**src/source/jacobian_pkg.sv**
```systemverilog
/*
 * jacobian package
 * datapath widths, damping constant and phase encoding shared by the
 * damped Jacobian engine
 */
package jacobian_pkg;

	// axis and position components, signed
	localparam int COORD_W = 12;

	// one Jacobian entry, wide enough for a cross-product difference
	localparam int JAC_W = 26;

	// one lane product
	localparam int PROD_W = 2 * JAC_W;

	// one J*J' entry, sum of up to six lane products plus bias
	localparam int JJT_W = 56;

	// shared multiplier lanes
	localparam int LANES = 6;

	// added to every diagonal entry of J*J'
	localparam int DAMP_BIAS = 64;

	// joint table depth, one lane per joint in the product phase
	localparam int MAX_JOINTS = LANES;

	// joint, row and column index width
	localparam int IDX_W = $clog2(MAX_JOINTS);

	// sequencer phases
	typedef enum logic [2:0] {
		PH_IDLE,
		PH_COLUMNS,
		PH_DRAIN,
		PH_PRODUCT,
		PH_FLUSH
	} jac_phase_t;

endpackage
```
**src/source/jacobian_sequencer.sv**
```systemverilog
/*
 * jacobian sequencer
 * steps through the column phase and the 36 entries of J*J', issuing one
 * strobe per cycle and pulsing done with the last entry
 */
`timescale 1ns/1ps

module jacobian_sequencer import jacobian_pkg::*; #(
	parameter int N_JOINTS = 3
) (
	input  logic             i,
	input  logic             rst_n,
	input  logic             start,
	output logic             busy,
	output logic             done,
	output logic             col_issue,
	output logic [IDX_W-1:0] col_joint,
	output logic             ent_issue,
	output logic [IDX_W-1:0] ent_row,
	output logic [IDX_W-1:0] ent_col
);

	localparam logic [IDX_W-1:0] LAST_JOINT = IDX_W'(N_JOINTS - 1);
	localparam logic [IDX_W-1:0] LAST_IDX = IDX_W'(5);
	// last column leaves the pipe three cycles after its issue
	localparam logic [1:0] DRAIN_LAST = 2'd2;
	// last entry still has two stages to go in jjt_bias
	localparam logic [1:0] FLUSH_LAST = 2'd1;

	jac_phase_t       phase;
	logic [IDX_W-1:0] joint_cnt;
	logic [IDX_W-1:0] row_cnt;
	logic [IDX_W-1:0] col_cnt;
	logic [1:0]       wait_cnt;

	always_ff @(posedge i) begin
		if (!rst_n) begin
			phase     <= PH_IDLE;
			busy      <= 1'b0;
			done      <= 1'b0;
			col_issue <= 1'b0;
			col_joint <= '0;
			ent_issue <= 1'b0;
			ent_row   <= '0;
			ent_col   <= '0;
			joint_cnt <= '0;
			row_cnt   <= '0;
			col_cnt   <= '0;
			wait_cnt  <= '0;
		end else begin
			// busy trails the phase by one cycle
			busy      <= (phase != PH_IDLE);
			col_issue <= 1'b0;
			ent_issue <= 1'b0;
			done      <= 1'b0;
			case (phase)
				PH_IDLE: begin
					if (start && !busy) begin
						phase     <= PH_COLUMNS;
						joint_cnt <= '0;
					end
				end
				PH_COLUMNS: begin
					col_issue <= 1'b1;
					col_joint <= joint_cnt;
					joint_cnt <= joint_cnt + 1'b1;
					if (joint_cnt == LAST_JOINT) begin
						phase    <= PH_DRAIN;
						wait_cnt <= '0;
					end
				end
				PH_DRAIN: begin
					// lanes stay free until the last column is stored
					wait_cnt <= wait_cnt + 1'b1;
					if (wait_cnt == DRAIN_LAST) begin
						phase   <= PH_PRODUCT;
						row_cnt <= '0;
						col_cnt <= '0;
					end
				end
				PH_PRODUCT: begin
					ent_issue <= 1'b1;
					ent_row   <= row_cnt;
					ent_col   <= col_cnt;
					// row-major walk over the 6x6 result
					if (col_cnt == LAST_IDX) begin
						col_cnt <= '0;
						row_cnt <= row_cnt + 1'b1;
					end else begin
						col_cnt <= col_cnt + 1'b1;
					end
					if (row_cnt == LAST_IDX && col_cnt == LAST_IDX) begin
						phase    <= PH_FLUSH;
						wait_cnt <= '0;
					end
				end
				PH_FLUSH: begin
					wait_cnt <= wait_cnt + 1'b1;
					if (wait_cnt == FLUSH_LAST) begin
						done  <= 1'b1;
						phase <= PH_IDLE;
					end
				end
				default: phase <= PH_IDLE;
			endcase
		end
	end

endmodule

```
**config.mk**
```make
export PLATFORM = sky130hd
export DESIGN_NAME = jacobian_sequencer
export DESIGN_NICKNAME = d
export VERILOG_FILES = /design/src/source/jacobian_pkg.sv /design/src/source/jacobian_sequencer.sv
export SDC_FILE = /design/constraint.sdc
export NUM_CORES = 1
export LEC_CHECK = 0
export BUFFER_PORTS_ARGS = -buffer_cell sky130_fd_sc_hd__buf_2
export CAP_MARGIN = 5
export CORE_MARGIN = 2
export CORE_UTILIZATION = 63
export CTS_BUF_LIST = sky130_fd_sc_hd__clkbuf_2
export DETAILED_ROUTE_END_ITERATION = 7
export PLACE_DENSITY = 0.86
export SLEW_MARGIN = 25
export SYNTH_ARGS = -nofsm -noshare
export SYNTH_HDL_FRONTEND = slang
export SYNTH_SLANG_ARGS = --single-unit
```
**constraint.sdc**
```tcl
create_clock -name i -period 3.1 [get_ports i]
set_input_delay 0.62 -clock i [delete_from_list [all_inputs] [get_ports i]]
set_output_delay 0.62 -clock i [all_outputs]
set_load 0.03 [all_outputs]
```
==> results.cfg <==
[yosys]
ys.flop_type = dfxtp_1
synthCells = 141
ys_warn_count = 0
synth_edf_count = 0
async_flop_share = 0
synth_compound_area_frac = 0.1798
synth.net_count = 150
synth-adder-area-share = 0.06129
synth_top_family_by_area = simple AND/OR/NAND/NOR gates
synth_area_um2 = 1225
yosys.area.top_type_share = 0.4413
synth_mux_area_frac = 0.008172
synthTopCellsByArea = dfxtp_1, a21oi_1, ha_1
synth_xor_area_frac = 0.01430
synth_simple_gate_area_frac = 0.2431
yosysSeqAreaShare = 0.4413
synth_cell_types = 36
yosysTopAreaCell = dfxtp_1
synth-seq-cells = 27
syn_avg_cell_area_um2 = 8.687

[global_route]
grt_pass1_wl_mm = 3.553
grt_max_degree = 20
grt_overflow = 0
grt_pass1_vias = 897
antenna_found_initial = 0
grt_usage = 0.2193

[clock_network]
cts_root_buffer = clkbuf_2
htree_levels = 1
cts_hold_buf = 0
path_clk_slew_ns = 0.24
clockBufferDepth = 2
clk_latency_ns = 0.34
numCtsBuffers = 3
cts_resized = 0
cts_setup_buffers = 0
cts_tree = yes
clock-sinks = 27

[floorplanning]
dieArea_um2 = 2313
chipHeight_um = 48.10
fp.dieW_um = 48.10
initial_core_util = 0.6870
core_area_um2 = 1783
ioPinCount = 16
rows = 15

[finish]
antenna_cells = 0
n_fill_cell = 131
area_growth_pct = 8.478
stdcell_area_um2 = 1329
drive_gt1_frac = 0.1558
layout.nets = 164

[pwr]
p_per_area_nw_per_um2 = 400.5
p_leak_nw = 0.5491
total_power_mw = 0.5322
ir_drop_mv = 0.3238

[critical_path]
crit_required_ns = 3.40
critPathLaunchType = flip-flop
reg2reg_to = col_cnt[1]
regToRegSetupSlack_ns = 1.18
r2r_start = phase[0]
crit_arrival_ns = 2.22
crit_type = flip-flop to flip-flop
end_kind = flip-flop
worst-path-max-fanout = 19
cp-startpoint = phase[0]
ff2ff_path_depth = 3
cp-endpoint = col_cnt[1]

[detailed_routing]
drtAntennaViolNets = 0
vias_per_cell = 5.536
drtPass1Iterations = 4
drc = 0
routed-via-count = 991
wl_per_cell_um = 12.25
routed_wirelength_mm = 2.193
drt_iter0_markers = 25

[flow_run]
maxCapViolations = 0

[timing]
period_minus_slack_ns = 1.921
clock_skew_ns = 0.003604
final-setup-viol-count = 0
slew_headroom = 0.5965
fmax_mhz = 520.7
maxSlewViolCount = 0
worstMarginPinSlew_ns = 0.6044
finalSetupTns_ns = 0
fin_crit_sh = 0.6195
rsz0062_at_grt = false
final_hold_viol_count = 0

[placement]
place_area_um2 = 1309
port_buffers = 15
gp_congestion = 0.7935
dp_hpwl_mm = 1.624

[hold_path]
hold_path_class = flip-flop to flip-flop

[run_status]
status = finished, final reports clean
## stage by stage
stage	std cells	setup slack [ns]	hold slack (ns)	util
3_3_place_gp	175	1.295	0.4395	0.7340
2_1_floorplan	141	1.744	0.4576	-
5_1_grt	179	1.060	0.4983	0.7453
3_5_place_dp	175	1.236	0.4530	0.7340
4_1_cts	179	1.184	0.4790	0.7453
6_report	179	1.179	0.4730	0.7453
## per-layer routing
metal,global-route usage,share of wire
met2,0.3973,0.50
met1,0.2535,0.46
met3,0.03333,0.031
met4,0.09730,0.0087
met5,0,0
## cell families after synthesis
logic type | Yosys count
and+or+nand+nor | 57
AOI/OAI and AO/OA | 32
DFF | 27
buffers and inverters | 16
adders and majority gates | 6
xor gates and xnor gates | 2
muxes | 1
## power by group
group / total (mW) / internal, mW / switching (mW)
registers: 0.365 / 0.354 / 0.0101
clock network: 0.129 / 0.0293 / 0.0996
logic: 0.0388 / 0.0138 / 0.0250
## synthesized netlist by cell type, types with 2 or more instances
library cell	number
nand3b_1	2
inv_1	8
or4b_1	2
o32ai_1	2
clkbuf_1	4
ha_1	6
nand3_1	5
dfxtp_1	27
a211oi_1	2
o21a_1	2
or3_1	3
nand2_1	19
nor3_1	3
o22ai_1	2
nand2b_1	2
xnor2_1	2
o21ai_0	3
nor2_1	11
nor2b_1	3
a21oi_1	15
buf_2	3
## layout by cell type (no fill, tap or decap), drive strengths merged, types with 3 or more instances in the layout
cell / instances
a21oi: 15
buf: 16
clkbuf: 3
dfxtp: 27
ha: 6
inv: 8
nand2: 19
nand3: 5
nand3b: 3
nor2: 12
nor2b: 3
nor3: 3
o21ai: 3
or3: 3
## registers in the layout, summed over array words and instances (netlist names)
register	flops
col_issue	1
ent_col	3
col_cnt	3
joint_cnt	3
done	1
row_cnt	3
wait_cnt	2
ent_row	3
col_joint	3
ent_issue	1
busy	1
phase	3
## worst max-delay path, cell delays in order, from the launching register on
cell      delay, ns
dfxtp_1        0.76
nand3b_1       0.40
or4b_1         0.57
a21oi_1        0.14
## layout make-up
| class | instances | area (um^2) | share of cell area |
|---|---|---|---|
| Clock buffer | 3 | 15.01 | 0.01130 |
| Multi-Input combinational cell | 98 | 620.6 | 0.4670 |
| Inverter | 9 | 33.78 | 0.02542 |
| Clock inverter | 1 | 5.005 | 0.003766 |
| Sequential cell | 27 | 540.5 | 0.4068 |
| Tap cell | 25 | 31.28 | 0.02354 |
| Timing Repair Buffer | 16 | 82.58 | 0.06215 |
## worst min path at each step
stage,start,to,cells after the start
floorplan,row_cnt[2],ent_row[2],2
global placement,ent_col[1],ent_col[1],2
detailed placement,ent_col[0],ent_col[0],2
CTS,ent_col[0],ent_col[0],2
global route,ent_row[2],ent_row[2],2
finish,ent_row[0],ent_row[0],2
Power figures use the tool's default switching activity.
