File: config.mk
export PLATFORM = sky130hd
export DESIGN_NAME = jjt_bias
export DESIGN_NICKNAME = d
export VERILOG_FILES = /design/src/source/jacobian_pkg.sv /design/src/source/jjt_bias.sv
export SDC_FILE = /design/constraint.sdc
export NUM_CORES = 1
export LEC_CHECK = 0
export BUFFER_PORTS_ARGS = -buffer_cell sky130_fd_sc_hd__clkbuf_2
export CAP_MARGIN = 20
export CORE_AREA = 5 5 333 335
export CTS_CLUSTER_SIZE = 24
export DETAILED_ROUTE_END_ITERATION = 10
export DIE_AREA = 0 0 338 340
export PLACE_DENSITY = 0.57
export SYNTH_ARGS = -nofsm -noshare
export SYNTH_HDL_FRONTEND = slang
export SYNTH_SLANG_ARGS = --single-unit
File: constraint.sdc
create_clock -name i -period 11.7 [get_ports i]
set_input_delay 0.585 -clock i [delete_from_list [all_inputs] [get_ports i]]
set_output_delay 0.585 -clock i [all_outputs]
set_load 0.02 [all_outputs]
File: src/source/jacobian_pkg.sv
/*
 * jacobian package
 * datapath widths, damping constant and phase encoding shared by the
 * damped Jacobian engine
 */
package jacobian_pkg;

	// axis and position components, signed
	localparam int COORD_W = 12;

	// one Jacobian entry, wide enough for a cross-product difference
	localparam int JAC_W = 26;

	// one lane product
	localparam int PROD_W = 2 * JAC_W;

	// one J*J' entry, sum of up to six lane products plus bias
	localparam int JJT_W = 56;

	// shared multiplier lanes
	localparam int LANES = 6;

	// added to every diagonal entry of J*J'
	localparam int DAMP_BIAS = 64;

	// joint table depth, one lane per joint in the product phase
	localparam int MAX_JOINTS = LANES;

	// joint, row and column index width
	localparam int IDX_W = $clog2(MAX_JOINTS);

	// sequencer phases
	typedef enum logic [2:0] {
		PH_IDLE,
		PH_COLUMNS,
		PH_DRAIN,
		PH_PRODUCT,
		PH_FLUSH
	} jac_phase_t;

endpackage
File: src/source/jjt_bias.sv
/*
 * jjt bias
 * stores the Jacobian columns and forms each entry of J*J' + bias*I
 * as a dot product over the shared lanes, one entry per cycle
 */
`timescale 1ns/1ps

module jjt_bias import jacobian_pkg::*; #(
	parameter int N_JOINTS = 3
) (
	input  logic                         i,
	input  logic                         rst_n,
	input  logic                         jac_valid,
	input  logic [IDX_W-1:0]             jac_joint,
	input  logic [5:0][JAC_W-1:0]        jac_column,
	input  logic                         ent_issue,
	input  logic [IDX_W-1:0]             ent_row,
	input  logic [IDX_W-1:0]             ent_col,
	input  logic [LANES-1:0][PROD_W-1:0] lane_prod,
	output logic [LANES-1:0][JAC_W-1:0]  jjt_lane_a,
	output logic [LANES-1:0][JAC_W-1:0]  jjt_lane_b,
	output logic                         jjt_valid,
	output logic [IDX_W-1:0]             jjt_row,
	output logic [IDX_W-1:0]             jjt_col,
	output logic signed [JJT_W-1:0]      jjt_entry
);

	// one stored column per joint
	logic [5:0][JAC_W-1:0]   col_store [MAX_JOINTS];

	logic                    s1_valid;
	logic [IDX_W-1:0]        row_q;
	logic [IDX_W-1:0]        col_q;
	logic signed [JJT_W-1:0] prod_sum;
	logic signed [JJT_W-1:0] bias;

	always_ff @(posedge i) begin
		if (jac_valid) begin
			col_store[jac_joint] <= jac_column;
		end
	end

	// lane j carries J[row][j] and J[col][j]
	always_comb begin
		jjt_lane_a = '0;
		jjt_lane_b = '0;
		if (ent_issue) begin
			for (int j = 0; j < LANES; j++) begin
				if (j < N_JOINTS) begin
					jjt_lane_a[j] = col_store[j][ent_row];
					jjt_lane_b[j] = col_store[j][ent_col];
				end
			end
		end
	end

	always_ff @(posedge i) begin
		if (!rst_n) begin
			s1_valid  <= 1'b0;
			jjt_valid <= 1'b0;
		end else begin
			s1_valid  <= ent_issue;
			jjt_valid <= s1_valid;
		end
	end

	// indices follow the entry while the lanes multiply
	always_ff @(posedge i) begin
		if (ent_issue) begin
			row_q <= ent_row;
			col_q <= ent_col;
		end
	end

	// unused lanes return zero
	always_comb begin
		prod_sum = '0;
		for (int j = 0; j < LANES; j++) begin
			prod_sum = prod_sum + JJT_W'($signed(lane_prod[j]));
		end
	end

	// damping on the diagonal only
	assign bias = (row_q == col_q) ? JJT_W'(DAMP_BIAS) : '0;

	always_ff @(posedge i) begin
		if (s1_valid) begin
			jjt_row   <= row_q;
			jjt_col   <= col_q;
			jjt_entry <= prod_sum + bias;
		end
	end

endmodule

==> summary.txt, run 1 <==
PwrDens -> 197.0 nW/um^2
Sequential fraction of the synthesis area -> 45.92%
Post-Synth XOR/XNOR Area -> 1.271%
Cts hold-fix bufs -> 0
Initial antenna violation count -> 35
R2r startpoint -> row_q[0]
Worst hold path type -> primary input to register
Share of layout cells above drive strength 1 -> 27.81%
H-tree level count -> 2
Reg2Reg Setup Slack -> 6830 ps
Avg Inst Size Synth -> 12.64 sq um
Clock transition at the registers of the reported paths -> 60 ps
Tmin final -> 5461 ps
CP arrival -> 5830 ps
DR DRC count -> 0
Later-pin clock latency in the skew report -> 660 ps
Dpl cell area -> 39560 sq um
Standard-cell row count -> 121
Via density -> 4.765
First-pass GRT wire length -> 162600 microns
Wire length per cell -> 23.17 microns
Post-synth ARST share -> 0%
Die Span X -> 338 microns
Status -> completed
Die Span Y -> 340 microns
EDFF count, synth -> 536
Vias in the first global route -> 24.67k
Post-synth top flop -> edfxtp_1
Min-Delay Endpoint -> col_store[2][26]
Max VDD drop -> 0.1203 mV
RePlAce Congestion -> 0.8889
Clock sinks -> 538
DIE AREA -> 114900 sq um
Crit Path Class -> primary input to register
Startpoint types -> primary input
Max Cap Viol -> 0
Post-route insts no fill -> 4909
Hold Startpoint -> jac_column[26]
Distinct cells, synth -> 60
Post-Route WL -> 113700 microns
Worst Reg2Reg Path Length in Cells -> 13
Filler Cell Count -> 10.54k
Grt peak-use layer -> met2
DP Wirelength -> 88940 microns
Post-route antenna net violation count -> 0
I/O Pins -> 856
Hold Path Depth -> 1
Final Hold Violating Endpoints -> 0
Critical path capture point type -> register
Crit share post-route -> 46.67%
GRT met3 Usage -> 6.371%
RSZ-0062 raised after global routing -> false
Root buf cell -> clkbuf_16
Worst Path Required -> 12070 ps
Yosys Warn Count -> 0
Dpl cells -> 4781
Fin. max-slew vios -> 0
DRT iter0 DRCs -> 1397
M1 GR Usage -> 22.60%
Post-Synthesis Cells -> 2779
Drt pass-1 iters -> 5
Gr ovfl total -> 0
Nets -> 4226
Max FO, Critical Path -> 3
Seq cells post-synth -> 538
CTS buffer count -> 60
Clk buf depth -> 3
Finished Cell Area -> 41450 sq um
Mux cell area share after synthesis -> 14.44%
GR Util met2 -> 32.77%
Initial Util -> 32.60%
Post-Synth Adder-Cell Area -> 15.76%
Fmax -> 183.1 MHz
Post-cts sizing count -> 0
Simple-gate area share of the yosys netlist -> 5.010%
PortBufs -> 699
CTS tree -> done
Final setup viols -> 0
Syn Std Cell Area -> 35140 sq um
Total track usage -> 19.17%
Pleak -> 0.01864 uW
Pin count of the biggest net entering global routing -> 157
Area growth from synthesis to layout -> 17.97%
RR Endpoint -> jjt_entry[48]
Headroom to the max-slew limit -> 31.17%
Setup bufs post-CTS -> 0
Via count -> 23.39k
Clock Skew -> 44.60 ps
Core ar. -> 107800 sq um
Largest family of logic cells by synthesized area -> adder cells
Hold_ws -> 123.5 ps
Compound-Gate Fraction of Synth Area -> 6.057%
Worst slew pin tran -> 1032 ps
cells by family after synthesis:
logic type      count (synthesis)
buf+inv                       914
flops                         538
compound gates                336
fa+ha+maj                     316
mux                           312
simple gates                  311
xor+xnor                       51
other cells                     1
how the worst max path moves through the flow:
stage | to | cells past startpoint | startpoint | slack [ps]
after floorplan | col_store[1][0] | 2 | jac_joint[2] | -1220
after global placement | jjt_entry[49] | 20 | lane_prod[159] | 5590
after detailed placement | jjt_entry[49] | 20 | lane_prod[159] | 5580
after CTS | jjt_entry[49] | 20 | lane_prod[159] | 6280
after global routing | jjt_entry[48] | 19 | lane_prod[6] | 6070
final | jjt_entry[49] | 20 | lane_prod[159] | 6240
critical path, stage by stage:
cell and delay (ps):
clkbuf_2 100, inv_1 50, fa_1 530, inv_1 50
fa_1 540, inv_1 50, fa_1 470, inv_1 40
ha_1 260, ha_1 220, fa_1 520, a211oi_2 280
o211ai_1 180, a31oi_1 280, o211ai_1 230, or4b_1 550
a221o_1 410, o21ai_4 210, o21bai_1 110, xor2_1 140
cell usage in the layout, fill, tap and decap left out, types with 23 or more instances in the layout:
master	Yosys	final
clkbuf_2	0	692
inv_1	631	631
edfxtp_1	536	536
fa_1	211	211
and2_1	161	161
o22ai_1	158	158
mux4_2	156	156
mux2i_1	156	156
conb_1	1	156
ha_1	105	105
a21oi_1	65	65
clkbuf_16	0	60
nand2_1	40	40
o21ai_0	32	32
xnor2_1	29	29
nor2_1	28	28
a21o_1	23	23
routing by layer:
layer / part of all wire [%] / wire length, microns
met1: 38 / 42730
met2: 50 / 56580
met3: 9.1 / 10350
met4: 3.4 / 3845
met5: 0.19 / 218
sequential cells by signal, summed over array words and instances, names as in the netlist:
| register | cells |
|---|---|
| col_store | 468 |
| jjt_entry | 56 |
| col_q | 3 |
| jjt_col | 3 |
| jjt_row | 3 |
| row_q | 3 |
| jjt_valid | 1 |
| s1_valid | 1 |
final cells by class:
type / instances / area, sq um / area share, %
Tap cell: 1414 / 1769 / 4.268
Multi-Input combinational cell: 1482 / 15560 / 37.54
Clock inverter: 37 / 296.5 / 0.7153
Sequential cell: 538 / 16140 / 38.93
Inverter: 631 / 2369 / 5.714
Antenna cell: 18 / 45.04 / 0.1087
Clock buffer: 73 / 1550 / 3.740
Timing Repair Buffer: 716 / 3721 / 8.976
metrics by stage:
step	setup TNS, ps	worst slack, ps	total power [uW]	utilization, %
2_1_floorplan	-457270	-1224	5326	-
3_3_place_gp	0	5588	6417	36.70
3_5_place_dp	0	5577	6423	36.70
4_1_cts	0	6279	8256	38.41
5_1_grt	0	6072	8750	38.44
6_report	0	6239	8168	38.46
cells in the mapped netlist, drive strengths merged, types with 3 or more instances:
library cell,number,area share (%)
o21bai,11,0.27
a41oi,3,0.075
nor3,15,0.21
buf,198,3.9
nor4,3,0.053
xnor2,29,0.72
edfxtp,536,46
o22ai,158,2.8
and2,161,2.9
xor2,22,0.55
nand4,12,0.21
nor2,28,0.30
ha,105,3.7
nand2b,10,0.18
nand3,13,0.19
inv,631,6.7
nor2b,5,0.089
mux2i,156,4.4
a211o,4,0.10
clkbuf,85,0.91
mux4,156,10
and3,11,0.20
a21oi,65,0.93
a211oi,7,0.18
a31oi,7,0.12
o211ai,5,0.11
a21o,23,0.49
fa,211,12
o311ai,3,0.075
o21ai,36,0.54
nand2,40,0.43
or4,5,0.11
power breakdown:
group	leakage [uW]	total, uW	switching, uW	internal, uW
clock network	0.000876	1800	827	970
registers	0.00491	2520	67.0	2450
logic	0.0129	3850	2390	1470
total	0.0186	8170	3280	4890
Power figures use the tool's default switching activity.
==> inputs of run 2 (changes only) <==
==> constraint.sdc (replaced) <==
create_clock -name i -period 5 [get_ports i]
set_input_delay 0.25 -clock i [delete_from_list [all_inputs] [get_ports i]]
set_output_delay 0.25 -clock i [all_outputs]
set_load 0.02 [all_outputs]
==> summary.txt, run 2 (synthesis results as in run 1) <==
Dpl cell area -> 40420 sq um (was 39560 sq um)
Pin count of the biggest net entering global routing -> 145 (was 157)
Post-Route WL -> 115400 microns (was 113700 microns)
PortBufs -> 699 (unchanged)
CTS buffer count -> 59 (was 60)
Area growth from synthesis to layout -> 25.33% (was 17.97%)
Register area -> 16140 sq um (unchanged)
Final setup viols -> 0 (unchanged)
Via density -> 4.744 (was 4.765)
Headroom to the max-slew limit -> 28.52% (was 31.17%)
First-pass GRT wire length -> 166800 microns (was 162600 microns)
Max FO, Critical Path -> 3 (unchanged)
RSZ-0062 raised after global routing -> true (was false)
Later-pin clock latency in the skew report -> 660 ps (about the same)
DR DRC count -> 0 (unchanged)
Max Cap Viol -> 0 (unchanged)
H-tree level count -> 2 (unchanged)
Worst Path Required -> 5360 ps (was 12070 ps)
CP Cell Sequence -> buf_6 > inv_2 > fa_1 > inv_2 > fa_1 > inv_2 > fa_1 > inv_1 > ha_1 > ha_2 > fa_2 > a211oi_4 > o211ai_1 > a31oi_2 > o211ai_1 > or4b_4 > a221o_1 > o21ai_4 > o31ai_2 > xor2_1 (was clkbuf_2 > inv_1 > fa_1 > inv_1 > fa_1 > inv_1 > fa_1 > inv_1 > ha_1 > ha_1 > fa_1 > a211oi_2 > o211ai_1 > a31oi_1 > o211ai_1 > or4b_1 > a221o_1 > o21ai_4 > o21bai_1 > xor2_1)
Fmax -> 201.6 MHz
Clock transition at the registers of the reported paths -> 60 ps (about the same)
RePlAce Congestion -> 0.9153 (was 0.8889)
Clock Skew -> 51.98 ps (was 44.60 ps)
CTS tree -> done (unchanged)
DIE AREA -> 114900 sq um (unchanged)
Standard-cell row count -> 121 (unchanged)
Crit path launch -> lane_prod[159] (unchanged)
Area of the multi-input gates -> 15630 sq um (was 15560 sq um)
Crit share post-route -> 99.20%
Initial Util -> 32.60% (unchanged)
Biggest register -> col_store (unchanged)
Root buf cell -> clkbuf_16 (unchanged)
Finished Cell Area -> 44040 sq um (was 41450 sq um)
Top flop regs -> col_store: 468 flops, jjt_entry: 56 flops (unchanged)
Design Power -> 20760 uW (was 8168 uW)
Drt pass-1 iters -> 5 (unchanged)
Worst hold path type -> primary input to register (unchanged)
Die Span X -> 338 microns (unchanged)
Wire length per cell -> 22.34 microns (was 23.17 microns)
Gr ovfl total -> 0 (unchanged)
Crit Path Class -> primary input to register (unchanged)
Total track usage -> 19.42% (was 19.17%)
Nets -> 4490 (was 4226)
Hold Startpoint -> ent_row[0] (was jac_column[26])
Max reg flops -> 468 (unchanged)
Vias in the first global route -> 26.05k (was 24.67k)
Via count -> 24.51k (was 23.39k)
DP Wirelength -> 92040 microns (was 88940 microns)
Share of layout cells above drive strength 1 -> 29.41% (was 27.81%)
Worst slew pin tran -> 1072 ps (was 1032 ps)
Most frequent cells in the layout -> 686 x clkbuf_2, 618 x inv_1, 536 x edfxtp_1, 209 x fa_1, 161 x and2_1 (was 692 x clkbuf_2, 631 x inv_1, 536 x edfxtp_1, 211 x fa_1, 161 x and2_1)
Delay of the slowest cell on the worst path -> 610 ps (was 550 ps)
Max VDD drop -> 0.2725 mV (was 0.1203 mV)
R2r startpoint -> col_q[0] (was row_q[0])
Initial antenna violation count -> 23 (was 35)
Most common cell after layout, fill and taps aside -> clkbuf_2 (unchanged)
Clk buf depth -> 3 (unchanged)
DRT iter0 DRCs -> 1437 (was 1397)
PwrDens -> 471.4 nW/um^2 (was 197.0 nW/um^2)
Critical path capture point type -> register (unchanged)
Clock sinks -> 538 (unchanged)
Die Span Y -> 340 microns (unchanged)
Startpoint types -> primary input (unchanged)
Status -> completed (unchanged)
CP arrival -> 5320 ps (was 5830 ps)
Filler Cell Count -> 10.34k (was 10.54k)
Tmin final -> 4960 ps
Fin. max-slew vios -> 0 (unchanged)
Final Hold Violating Endpoints -> 0 (unchanged)
Post-route antenna net violation count -> 0 (unchanged)
Pleak -> 0.01989 uW (was 0.01864 uW)
I/O Pins -> 856 (unchanged)
Core ar. -> 107800 sq um (unchanged)
CP max stage cell -> or4b_4 (was or4b_1)
-- run 2: layout make-up --
class                           count  area share, %
Timing Repair Buffer              981          14.05
Multi-Input combinational cell   1482          35.50
Antenna cell                       15        0.08523
Inverter                          631          5.378
Sequential cell                   538          36.65
Tap cell                         1414          4.017
Clock buffer                       68          3.429
Clock inverter                     37         0.8978
-- run 2: report_power, final --
group / switching, uW / internal (uW)
clock network: 1870 / 2430
logic: 5910 / 4630
registers: 179 / 5730
-- run 2: metrics by stage --
| stage | TNS, ps | utilization, % | cells | setup WS (ps) | hold slack, ps |
|---|---|---|---|---|---|
| 3_5_place_dp | -10000 | 37.50 | 4886 | -698.2 | 458.2 |
| 4_1_cts | 0 | 40.74 | 5149 | 45.43 | 22.44 |
| 2_1_floorplan | -649950 | - | 2934 | -2089 | 348.9 |
| 6_report | 0 | 40.86 | 5166 | 40.05 | 63.59 |
| 3_3_place_gp | -9149 | 37.50 | 4886 | -683.1 | 450.0 |
| 5_1_grt | -134.6 | 40.84 | 5160 | -66.29 | 50.49 |
-- run 2: timing repair --
item	4_1_cts	5_1_grt
endpoints found under the hold margin	475	0
gates resized for setup	1	30
hold buffers	158	0
setup buffers	0	2
pin swaps	0	13
endpoints found under the setup margin	2	11
-- run 2: layer usage --
layer / up-vias / routed length (microns) / track usage, %
met4: 6 / 3550 / 5.319
met1: 12290 / 44740 / 23.90
met5: - / 50 / 0
li1: 11110 / - / -
met3: 158 / 8117 / 3.781
met2: 945 / 58940 / 34.76
-- run 2: final timing paths --
path / end / slack, ps / cells past startpoint
max: jjt_entry[53] / 40 / 20
min: row_q[0] / 60 / 1
max reg2reg: jjt_entry[53] / 520 / 14
min reg2reg: jjt_row[2] / 480 / 0
-- run 2: worst max-delay path: cells and delay by family --
family / cells / cell delay, ps
buf+inv: 5 / 220
simple gates: 1 / 610
compound gates: 7 / 1730
xor+xnor: 1 / 160
fa+ha+maj: 6 / 2360
