`src/source/jacobian_pkg.sv`:
```
/*
 * jacobian package
 * datapath widths, damping constant and phase encoding shared by the
 * damped Jacobian engine
 */
package jacobian_pkg;

	// axis and position components, signed
	localparam int COORD_W = 12;

	// one Jacobian entry, wide enough for a cross-product difference
	localparam int JAC_W = 26;

	// one lane product
	localparam int PROD_W = 2 * JAC_W;

	// one J*J' entry, sum of up to six lane products plus bias
	localparam int JJT_W = 56;

	// shared multiplier lanes
	localparam int LANES = 6;

	// added to every diagonal entry of J*J'
	localparam int DAMP_BIAS = 64;

	// joint table depth, one lane per joint in the product phase
	localparam int MAX_JOINTS = LANES;

	// joint, row and column index width
	localparam int IDX_W = $clog2(MAX_JOINTS);

	// sequencer phases
	typedef enum logic [2:0] {
		PH_IDLE,
		PH_COLUMNS,
		PH_DRAIN,
		PH_PRODUCT,
		PH_FLUSH
	} jac_phase_t;

endpackage
```
`src/source/jacobian_columns.sv`:
```
/*
 * jacobian columns
 * joint table and three-stage column pipe: offset, shared cross
 * products, then recombination into one 6-entry Jacobian column
 */
`timescale 1ns/1ps

module jacobian_columns import jacobian_pkg::*; #(
	parameter int N_JOINTS = 3
) (
	input  logic                         i,
	input  logic                         rst_n,
	input  logic                         joint_load,
	input  logic [IDX_W-1:0]             joint_index,
	input  logic                         joint_prismatic,
	input  logic signed [COORD_W-1:0]    axis_x,
	input  logic signed [COORD_W-1:0]    axis_y,
	input  logic signed [COORD_W-1:0]    axis_z,
	input  logic signed [COORD_W-1:0]    origin_x,
	input  logic signed [COORD_W-1:0]    origin_y,
	input  logic signed [COORD_W-1:0]    origin_z,
	input  logic                         start,
	input  logic signed [COORD_W-1:0]    end_x,
	input  logic signed [COORD_W-1:0]    end_y,
	input  logic signed [COORD_W-1:0]    end_z,
	input  logic                         col_issue,
	input  logic [IDX_W-1:0]             col_joint,
	input  logic [LANES-1:0][PROD_W-1:0] lane_prod,
	output logic [LANES-1:0][JAC_W-1:0]  col_lane_a,
	output logic [LANES-1:0][JAC_W-1:0]  col_lane_b,
	output logic                         jac_valid,
	output logic [IDX_W-1:0]             jac_joint,
	output logic [5:0][JAC_W-1:0]        jac_column
);

	localparam int OFF_W = COORD_W + 1;

	// joint table, index 0..2 is x, y, z
	logic signed [COORD_W-1:0] axis_tab   [MAX_JOINTS][3];
	logic signed [COORD_W-1:0] origin_tab [MAX_JOINTS][3];
	logic                      prism_tab  [MAX_JOINTS];
	logic signed [COORD_W-1:0] end_q      [3];

	logic                      s1_valid;
	logic signed [OFF_W-1:0]   off1_q  [3];
	logic signed [COORD_W-1:0] axis1_q [3];
	logic                      prism1_q;
	logic [IDX_W-1:0]          joint1_q;

	logic                      s2_valid;
	logic signed [COORD_W-1:0] axis2_q [3];
	logic                      prism2_q;
	logic [IDX_W-1:0]          joint2_q;
	logic signed [JAC_W-1:0]   lin [3];

	// rows beyond the configured arm are never read
	always_ff @(posedge i) begin
		if (joint_load && joint_index < IDX_W'(N_JOINTS)) begin
			axis_tab[joint_index][0]   <= axis_x;
			axis_tab[joint_index][1]   <= axis_y;
			axis_tab[joint_index][2]   <= axis_z;
			origin_tab[joint_index][0] <= origin_x;
			origin_tab[joint_index][1] <= origin_y;
			origin_tab[joint_index][2] <= origin_z;
			prism_tab[joint_index]     <= joint_prismatic;
		end
		if (start) begin
			end_q[0] <= end_x;
			end_q[1] <= end_y;
			end_q[2] <= end_z;
		end
	end

	always_ff @(posedge i) begin
		if (!rst_n) begin
			s1_valid  <= 1'b0;
			s2_valid  <= 1'b0;
			jac_valid <= 1'b0;
		end else begin
			s1_valid  <= col_issue;
			s2_valid  <= s1_valid;
			jac_valid <= s2_valid;
		end
	end

	// stage 1, offset from joint origin to end point
	always_ff @(posedge i) begin
		if (col_issue) begin
			for (int c = 0; c < 3; c++) begin
				off1_q[c]  <= OFF_W'(end_q[c]) - OFF_W'(origin_tab[col_joint][c]);
				axis1_q[c] <= axis_tab[col_joint][c];
			end
			prism1_q <= prism_tab[col_joint];
			joint1_q <= col_joint;
		end
	end

	// cross-product operand pairs, zero when not issuing
	always_comb begin
		col_lane_a = '0;
		col_lane_b = '0;
		if (s1_valid) begin
			col_lane_a[0] = JAC_W'(axis1_q[1]);
			col_lane_b[0] = JAC_W'(off1_q[2]);
			col_lane_a[1] = JAC_W'(axis1_q[2]);
			col_lane_b[1] = JAC_W'(off1_q[1]);
			col_lane_a[2] = JAC_W'(axis1_q[2]);
			col_lane_b[2] = JAC_W'(off1_q[0]);
			col_lane_a[3] = JAC_W'(axis1_q[0]);
			col_lane_b[3] = JAC_W'(off1_q[2]);
			col_lane_a[4] = JAC_W'(axis1_q[0]);
			col_lane_b[4] = JAC_W'(off1_q[1]);
			col_lane_a[5] = JAC_W'(axis1_q[1]);
			col_lane_b[5] = JAC_W'(off1_q[0]);
		end
	end

	// stage 2, wait for the lane products
	always_ff @(posedge i) begin
		if (s1_valid) begin
			axis2_q  <= axis1_q;
			prism2_q <= prism1_q;
			joint2_q <= joint1_q;
		end
	end

	// axis x offset, differences always fit JAC_W
	always_comb begin
		for (int c = 0; c < 3; c++) begin
			lin[c] = JAC_W'($signed(lane_prod[2*c]) - $signed(lane_prod[2*c+1]));
		end
	end

	// stage 3, linear part in entries 0..2, angular part in 3..5
	always_ff @(posedge i) begin
		if (s2_valid) begin
			jac_joint <= joint2_q;
			for (int c = 0; c < 3; c++) begin
				if (prism2_q) begin
					jac_column[c]   <= JAC_W'(axis2_q[c]);
					jac_column[c+3] <= '0;
				end else begin
					jac_column[c]   <= lin[c];
					jac_column[c+3] <= JAC_W'(axis2_q[c]);
				end
			end
		end
	end

endmodule

```
`config.mk`:
```
export PLATFORM = sky130hd
export DESIGN_NAME = jacobian_columns
export DESIGN_NICKNAME = d
export VERILOG_FILES = /design/src/source/jacobian_pkg.sv /design/src/source/jacobian_columns.sv
export SDC_FILE = /design/constraint.sdc
export NUM_CORES = 1
export LEC_CHECK = 0
export BUFFER_PORTS_ARGS = -buffer_cell sky130_fd_sc_hd__buf_4
export CORE_AREA = 4 4 345 347
export DETAILED_ROUTE_END_ITERATION = 6
export DIE_AREA = 0 0 349 351
export SYNTH_ARGS = -nofsm -noshare
export SYNTH_HDL_FRONTEND = slang
export SYNTH_SLANG_ARGS = --single-unit
export TNS_END_PERCENT = 20
```
`constraint.sdc`:
```
create_clock -name i -period 12.7 [get_ports i]
set_clock_uncertainty 0.1 [all_clocks]
set_input_delay 2.54 -clock i [delete_from_list [all_inputs] [get_ports i]]
set_output_delay 2.54 -clock i [all_outputs]
set_load 0.05 [all_outputs]
```
==> results.ini, run 1 <==
[layout]
final_cell_mix = 761 x buf_4, 710 x edfxtp_1, 219 x conb_1
syn_to_final_growth_pct = 25.72
nFillCells = 11200
layout_commonest_cell = buf_4
layout.cells.non_filler = 4711
final_nets = 3667
drive_above_1_share_pct = 30.81

[drt]
vias = 20780
routed_wl_um = 90520
avgViaCountPerCell = 4.411
wl_per_cell_um = 19.21
drc = 0
antenna_left = 0
dr.pass1.iters = 5
drtIter0Drc = 1185

[cts]
cts_tree = done
postCtsHoldBufs = 0
clock_latency_ns = 0.66
cts_resized = 0
numCtsBuffers = 83
cts_setup_buffers = 0
clkTransAtPathRegs_ns = 0.06
clk_path_buf_depth = 3
cts_root_buffer = clkbuf_16
clock_sinks = 713
cts-htree-levels = 3

[power]
p_int_mw = 4.489
pwr-share-seq_pct = 45.7
p_leak_nw = 17.27
peakVddDrop_uv = 104.8
p_sw_share_pct = 27.65
power_density_nw_per_um2 = 145.8
p_clk_share_pct = 37.1
power.switching_mw = 1.716
comb_power_share_pct = 17.2

[logic_synthesis]
syn_area_per_cell_um2 = 14.00
synth_edf_count = 710
synth_cells = 2417
synth_area_um2 = 33840
ys_warn_count = 0
synth_top_area_share_pct = 63.00
async_flop_share_pct = 0
synth_top_flop_cell = edfxtp_1
yosysTopAreaCell = edfxtp_1
synth_area_leaders = edfxtp_1 63%, buf_4 6.2%, mux4_2 4.9%
ys_types = 74
synth-seq-cells = 713
ys_seq_area_share_pct = 63.18

[floorplanning]
fp.dieArea_um2 = 122500
rows = 125
die_w_um = 349
die_height_um = 351
coreArea_um2 = 115900
pin_count = 904
initial_core_util_pct = 29.20

[timing]
setup_violations = 0
rsz0062_at_grt = no
tightest_slew_ns = 1.086
fin_ws_ns = 6.479
slew_viol_final = 0
hold_violations = 0
min_period_ns = 6.221
slew_headroom_pct = 27.63
setup_tns_ns = 0
max_freq_ghz = 0.1607
fin_worst_hold_slack_ns = 0.3168
min_period_over_period_pct = 48.98

[setup_path]
crit_chain = buf_8 > buf_4 > mux4_2 > o21ai_0 > ha_1 > o21ai_0 > a21boi_0 > o21ai_0 > nand2b_1 > a31oi_1 > nor4b_1 > a311o_1
worst_setup_path_start_kind = input pin
crit_top_cell = o21ai_0
slowest_stage = buf_4
arrival_ns = 6.50
critPathCaptureType = flop
crit_fanout = 49
cp.required_ns = 12.98
crit_type = input pin to flop
cpPeakStageDelay_ns = 0.68

[placed_design]
portBuffers = 747
hpwl_um = 65090
routabilityCongestion = 0.8851
placed_cells = 4557
post-place-ws_ns = 5.733

[global_route]
grt_pass1_vias = 20660
grt_overflow = 0
grt.total_usage_pct = 14.04
grt_pass1_wl_um = 128600
antenna_found_initial = 22
grt_max_degree = 141

[worst_hold_path]
hold_path_class = flop to flop

[flow_run]
maxCapViolCount = 0

[status]
status = finished clean

## critical path: cells and delay by family
| family | cells | cell delay, ns |
|---|---|---|
| muxes | 1 | 0.57 |
| and+or+nand+nor | 2 | 0.30 |
| buffers and inverters | 2 | 1.13 |
| adders and majority gates | 1 | 0.32 |
| AOI/OAI and AO/OA | 6 | 1.54 |
## registers in the layout, indices dropped and copies added (netlist names)
| register | count |
|---|---|
| axis_tab | 216 |
| origin_tab | 216 |
| jac_column | 114 |
| off1_q | 39 |
| axis1_q | 36 |
| axis2_q | 36 |
| end_q | 36 |
| prism_tab | 6 |
| jac_joint | 3 |
| joint1_q | 3 |
| joint2_q | 3 |
| jac_valid | 1 |
| prism1_q | 1 |
| prism2_q | 1 |
| s1_valid | 1 |
| s2_valid | 1 |
## kinds of logic (layout without fill, tap and decap cells)
family / Yosys count / in the layout / synth area share (%)
adders and majority gates: 117 / 117 / 4.459
and+or+nand+nor: 455 / 455 / 6.785
DFF: 713 / 713 / 63.18
other: 1 / 225 / 0.01108
xor gates and xnor gates: 85 / 85 / 2.200
muxes: 160 / 160 / 7.450
buffers and inverters: 490 / 1036 / 8.652
AOI/OAI and AO/OA: 396 / 396 / 7.262
## power groups by stage
stage,combinational [mW],clock [mW],sequential (mW)
after detailed placement,1.07,0,2.89
after global routing,1.15,2.49,2.85
final,1.07,2.30,2.84
after CTS,1.08,2.39,2.84
after floorplan,0.735,0,2.91
after global placement,1.06,0,2.88
## path summary, 6_finish.rpt
kind	startpoint	endpoint	depth (start not counted)	slack, ns
min reg2reg	joint2_q[2]	jac_joint[2]	0	0.32
max reg2reg	origin_tab[3][25]	off1_q[0][9]	12	9.19
min	joint2_q[2]	jac_joint[2]	0	0.32
max	col_joint[0]	off1_q[0][9]	12	6.48
## cell usage after synthesis, drive strengths merged (3+ instances only)
| library cell | count |
|---|---|
| o311ai | 4 |
| a21boi | 6 |
| inv | 123 |
| nor2 | 99 |
| and3 | 6 |
| a31o | 4 |
| fa | 6 |
| a311o | 6 |
| nor3b | 4 |
| nand4b | 7 |
| mux2i | 82 |
| nor2b | 49 |
| a31oi | 15 |
| nand2b | 16 |
| clkbuf | 61 |
| nand2 | 128 |
| a211o | 3 |
| nand3 | 26 |
| mux4 | 73 |
| a21oi | 109 |
| o21bai | 4 |
| nand4 | 10 |
| xor2 | 38 |
| o31a | 3 |
| o21a | 15 |
| ha | 111 |
| edfxtp | 710 |
| o31ai | 6 |
| and2 | 79 |
| xnor2 | 47 |
| o21ai | 137 |
| o22ai | 5 |
| nand3b | 4 |
| o211ai | 10 |
| buf | 304 |
| a21o | 45 |
| or4 | 6 |
| mux2 | 5 |
| nor4b | 4 |
| nor3 | 11 |
| a211oi | 5 |
| o311a | 4 |
| dfxtp | 3 |
## cell type report
| class | instances | area (um^2) | share of cell area (%) |
|---|---|---|---|
| diodes | 6 | 15.01 | 0.03529 |
| clock buffers | 101 | 2176 | 5.115 |
| clock inverters | 47 | 445.4 | 1.047 |
| inverters | 124 | 465.4 | 1.094 |
| multi-input cells | 1432 | 10390 | 24.41 |
| flip-flops and latches | 713 | 21390 | 50.27 |
| well taps | 1524 | 1907 | 4.482 |
| repair buffers | 764 | 5759 | 13.54 |
## metal layers
| metal | part of all wire [%] | up-vias | GRT usage, % |
|---|---|---|---|
| met5 | 0.16 | - | 0 |
| met2 | 49 | 696 | 24.19 |
| met4 | 2.7 | 22 | 4.763 |
| met3 | 7.9 | 148 | 4.360 |
| met1 | 40 | 10090 | 16.66 |
| li1 | - | 9827 | - |
## per-stage QoR
step	power, mW	instance area [um^2]	util, %
floorplan	3.643	34660	-
global placement	3.947	39910	34.43
detailed placement	3.960	39910	34.43
CTS	6.309	42530	36.70
global route	6.495	42530	36.70
finish	6.205	42540	36.71
Note: power is estimated with default switching activity, not from simulation.
==> run 2: changes to the inputs <==
==> constraint.sdc (replaced) <==
create_clock -name i -period 5.9 [get_ports i]
set_clock_uncertainty 0.1 [all_clocks]
set_input_delay 1.18 -clock i [delete_from_list [all_inputs] [get_ports i]]
set_output_delay 1.18 -clock i [all_outputs]
set_load 0.05 [all_outputs]
==> run 2 against run 1 <==
Net effect: register-to-register slack worse by 6.8 ns; hold slack improved by 0.00063 ns; die area unchanged; global-route usage rose by 0.064 points; non-clock buffer count grew 2; sequential power grew 110%; setup slack worse by 4.7 ns; sequential share of layout area fell by 0.39 points; critical path depth unchanged; critical endpoint is now off1_q[0][35]; first-iteration DRC count fell by 2.2%.
==> results.ini, run 2 (synthesis gave the netlist of run 1 again) <==
[timing]
setup_violations = 0  ; unchanged
min_period_ns = 4.135
max_freq_ghz = 0.2419
fin_ws_ns = 1.765  ; -4.714 ns
tightest_slew_ns = 1.065  ; -0.02048 ns
rsz0062_at_grt = no
min_period_over_period_pct = 70.08
slew_headroom_pct = 28.99  ; +1.4 points
slew_viol_final = 0  ; unchanged
hold_violations = 0  ; unchanged

[layout]
layout_commonest_cell = buf_4
drive_above_1_share_pct = 31.23  ; +0.42 points
syn_to_final_growth_pct = 26.70
final_area_um2 = 42880  ; +0.79%
finalCoreUtilization_pct = 37.00  ; +0.29 points
final_cell_mix = 759 x buf_4, 710 x edfxtp_1, 219 x conb_1
reg_top3 = axis_tab: 216 flops, origin_tab: 216 flops, jac_column: 114 flops
final_nets = 3671  ; +0.11%

[drt]
antenna_left = 0  ; unchanged
vias = 20710  ; -0.34%
wl_per_cell_um = 19.10  ; -0.61%
routed_wl_um = 90080  ; -0.48%
drc = 0  ; unchanged
dr.pass1.iters = 5  ; unchanged
avgViaCountPerCell = 4.390  ; -0.47%
drtIter0Drc = 1159  ; -2.2%

[cts]
clk_path_buf_depth = 3  ; unchanged
cts-htree-levels = 3  ; unchanged
clock_sinks = 713  ; unchanged
cts_resized = 0  ; unchanged
cts_tree = done
cts_setup_buffers = 0  ; unchanged
postCtsHoldBufs = 0  ; unchanged
cts_root_buffer = clkbuf_16
clkTransAtPathRegs_ns = 0.06  ; about the same
numCtsBuffers = 85  ; +2.4%
clock_latency_ns = 0.65  ; about the same

[power]
power_mw = 13.83  ; +120%
p_leak_nw = 17.44  ; +0.95%
peakVddDrop_uv = 217.9  ; +110%
power_density_nw_per_um2 = 322.6  ; +120%

[floorplanning]
die_height_um = 351  ; unchanged
pin_count = 904  ; unchanged
die_w_um = 349  ; unchanged
initial_core_util_pct = 29.20  ; unchanged
fp.dieArea_um2 = 122500  ; unchanged
coreArea_um2 = 115900  ; unchanged
rows = 125  ; unchanged

[flow_run]
maxCapViolCount = 0  ; unchanged

[global_route]
grt.total_usage_pct = 14.11  ; +0.064 points
antenna_found_initial = 22  ; unchanged
grt_max_degree = 141  ; unchanged
grt_overflow = 0  ; unchanged
grt_pass1_vias = 20810  ; +0.70%
grt_pass1_wl_um = 129600  ; +0.79%

[setup_path]
critPathCaptureType = flop
crit_type = input pin to flop
crit_fanout = 35  ; -29%
worst_setup_path_start_kind = input pin
arrival_ns = 4.42  ; -2.08 ns
cp.required_ns = 6.19  ; -6.79 ns
crit_start = col_joint[0]
r2r-start = origin_tab[0][25]

[placed_design]
hpwl_um = 64070  ; -1.6%
placed_cell_area_um2 = 39980  ; +0.18%
post-place-ws_ns = 1.077  ; -4.657 ns
portBuffers = 747  ; unchanged
routabilityCongestion = 0.8663  ; -2.1%

[status]
status = finished clean

[worst_hold_path]
hold_path_class = flop to flop
hp-start = joint1_q[2]

-- run 2: cell count changes in the layout (fill, tap and decap cells not counted), moves of 2 or more --
| cell | change |
|---|---|
| bufinv_16 | +7 |
| clkinv_8 | -2 |
| clkinvlp_4 | -2 |
| clkinv_4 | +5 |
| clkbuf_16 | +2 |
| clkbuf_1 | -7 |
| buf_12 | +4 |
| buf_4 | -2 |
| clkinv_1 | -3 |
-- run 2: worst paths after layout --
check / end / slack (ns) / depth (start not counted)
worst max register to register: off1_q[0][9] / 2.43 / 12
worst min-delay path: joint2_q[2] / 0.32 / 0
worst max-delay path: off1_q[0][35] / 1.77 / 12
worst min register to register: joint2_q[2] / 0.32 / 0
-- run 2: per-stage QoR --
step / instances / TNS, ns / hold WS (ns)
floorplan: 2635 / -11.45 / 0.3003
global placement: 4559 / 0 / 0.3004
detailed placement: 4559 / 0 / 0.3056
CTS: 4710 / 0 / 0.3199
global route: 4711 / 0 / 0.3339
finish: 4717 / 0 / 0.3174
-- run 2: power by group --
part	switching [mW]	internal, mW
sequential	0.121	5.98
clock	2.19	3.24
combinational	1.48	0.827
-- run 2: layer usage --
| metal | track usage (%) | share of wire [%] |
|---|---|---|
| met2 | 23.85 | 48 |
| met3 | 4.238 | 7.8 |
| met1 | 17.20 | 40 |
| met4 | 4.823 | 3.5 |
| met5 | 0 | 0.13 |
-- run 2: critical path: stages --
cell and delay, ns:
buf_8 0.32, buf_4 0.32, mux4_2 0.51, o21ai_0 0.25
ha_1 0.31, o21ai_0 0.12, a21boi_0 0.16, o21ai_0 0.20
nand2b_1 0.13, a31oi_1 0.48, nor4b_1 0.12, a311o_1 0.29
-- run 2: area by class of cell --
type,count,area (um^2)
fillers,11150,73020
flip-flops and latches,713,21390
multi-input cells,1432,10400
repair buffers,766,5824
clock buffers,97,2213
well taps,1524,1907
clock inverters,54,665.6
inverters,124,465.4
diodes,7,17.52
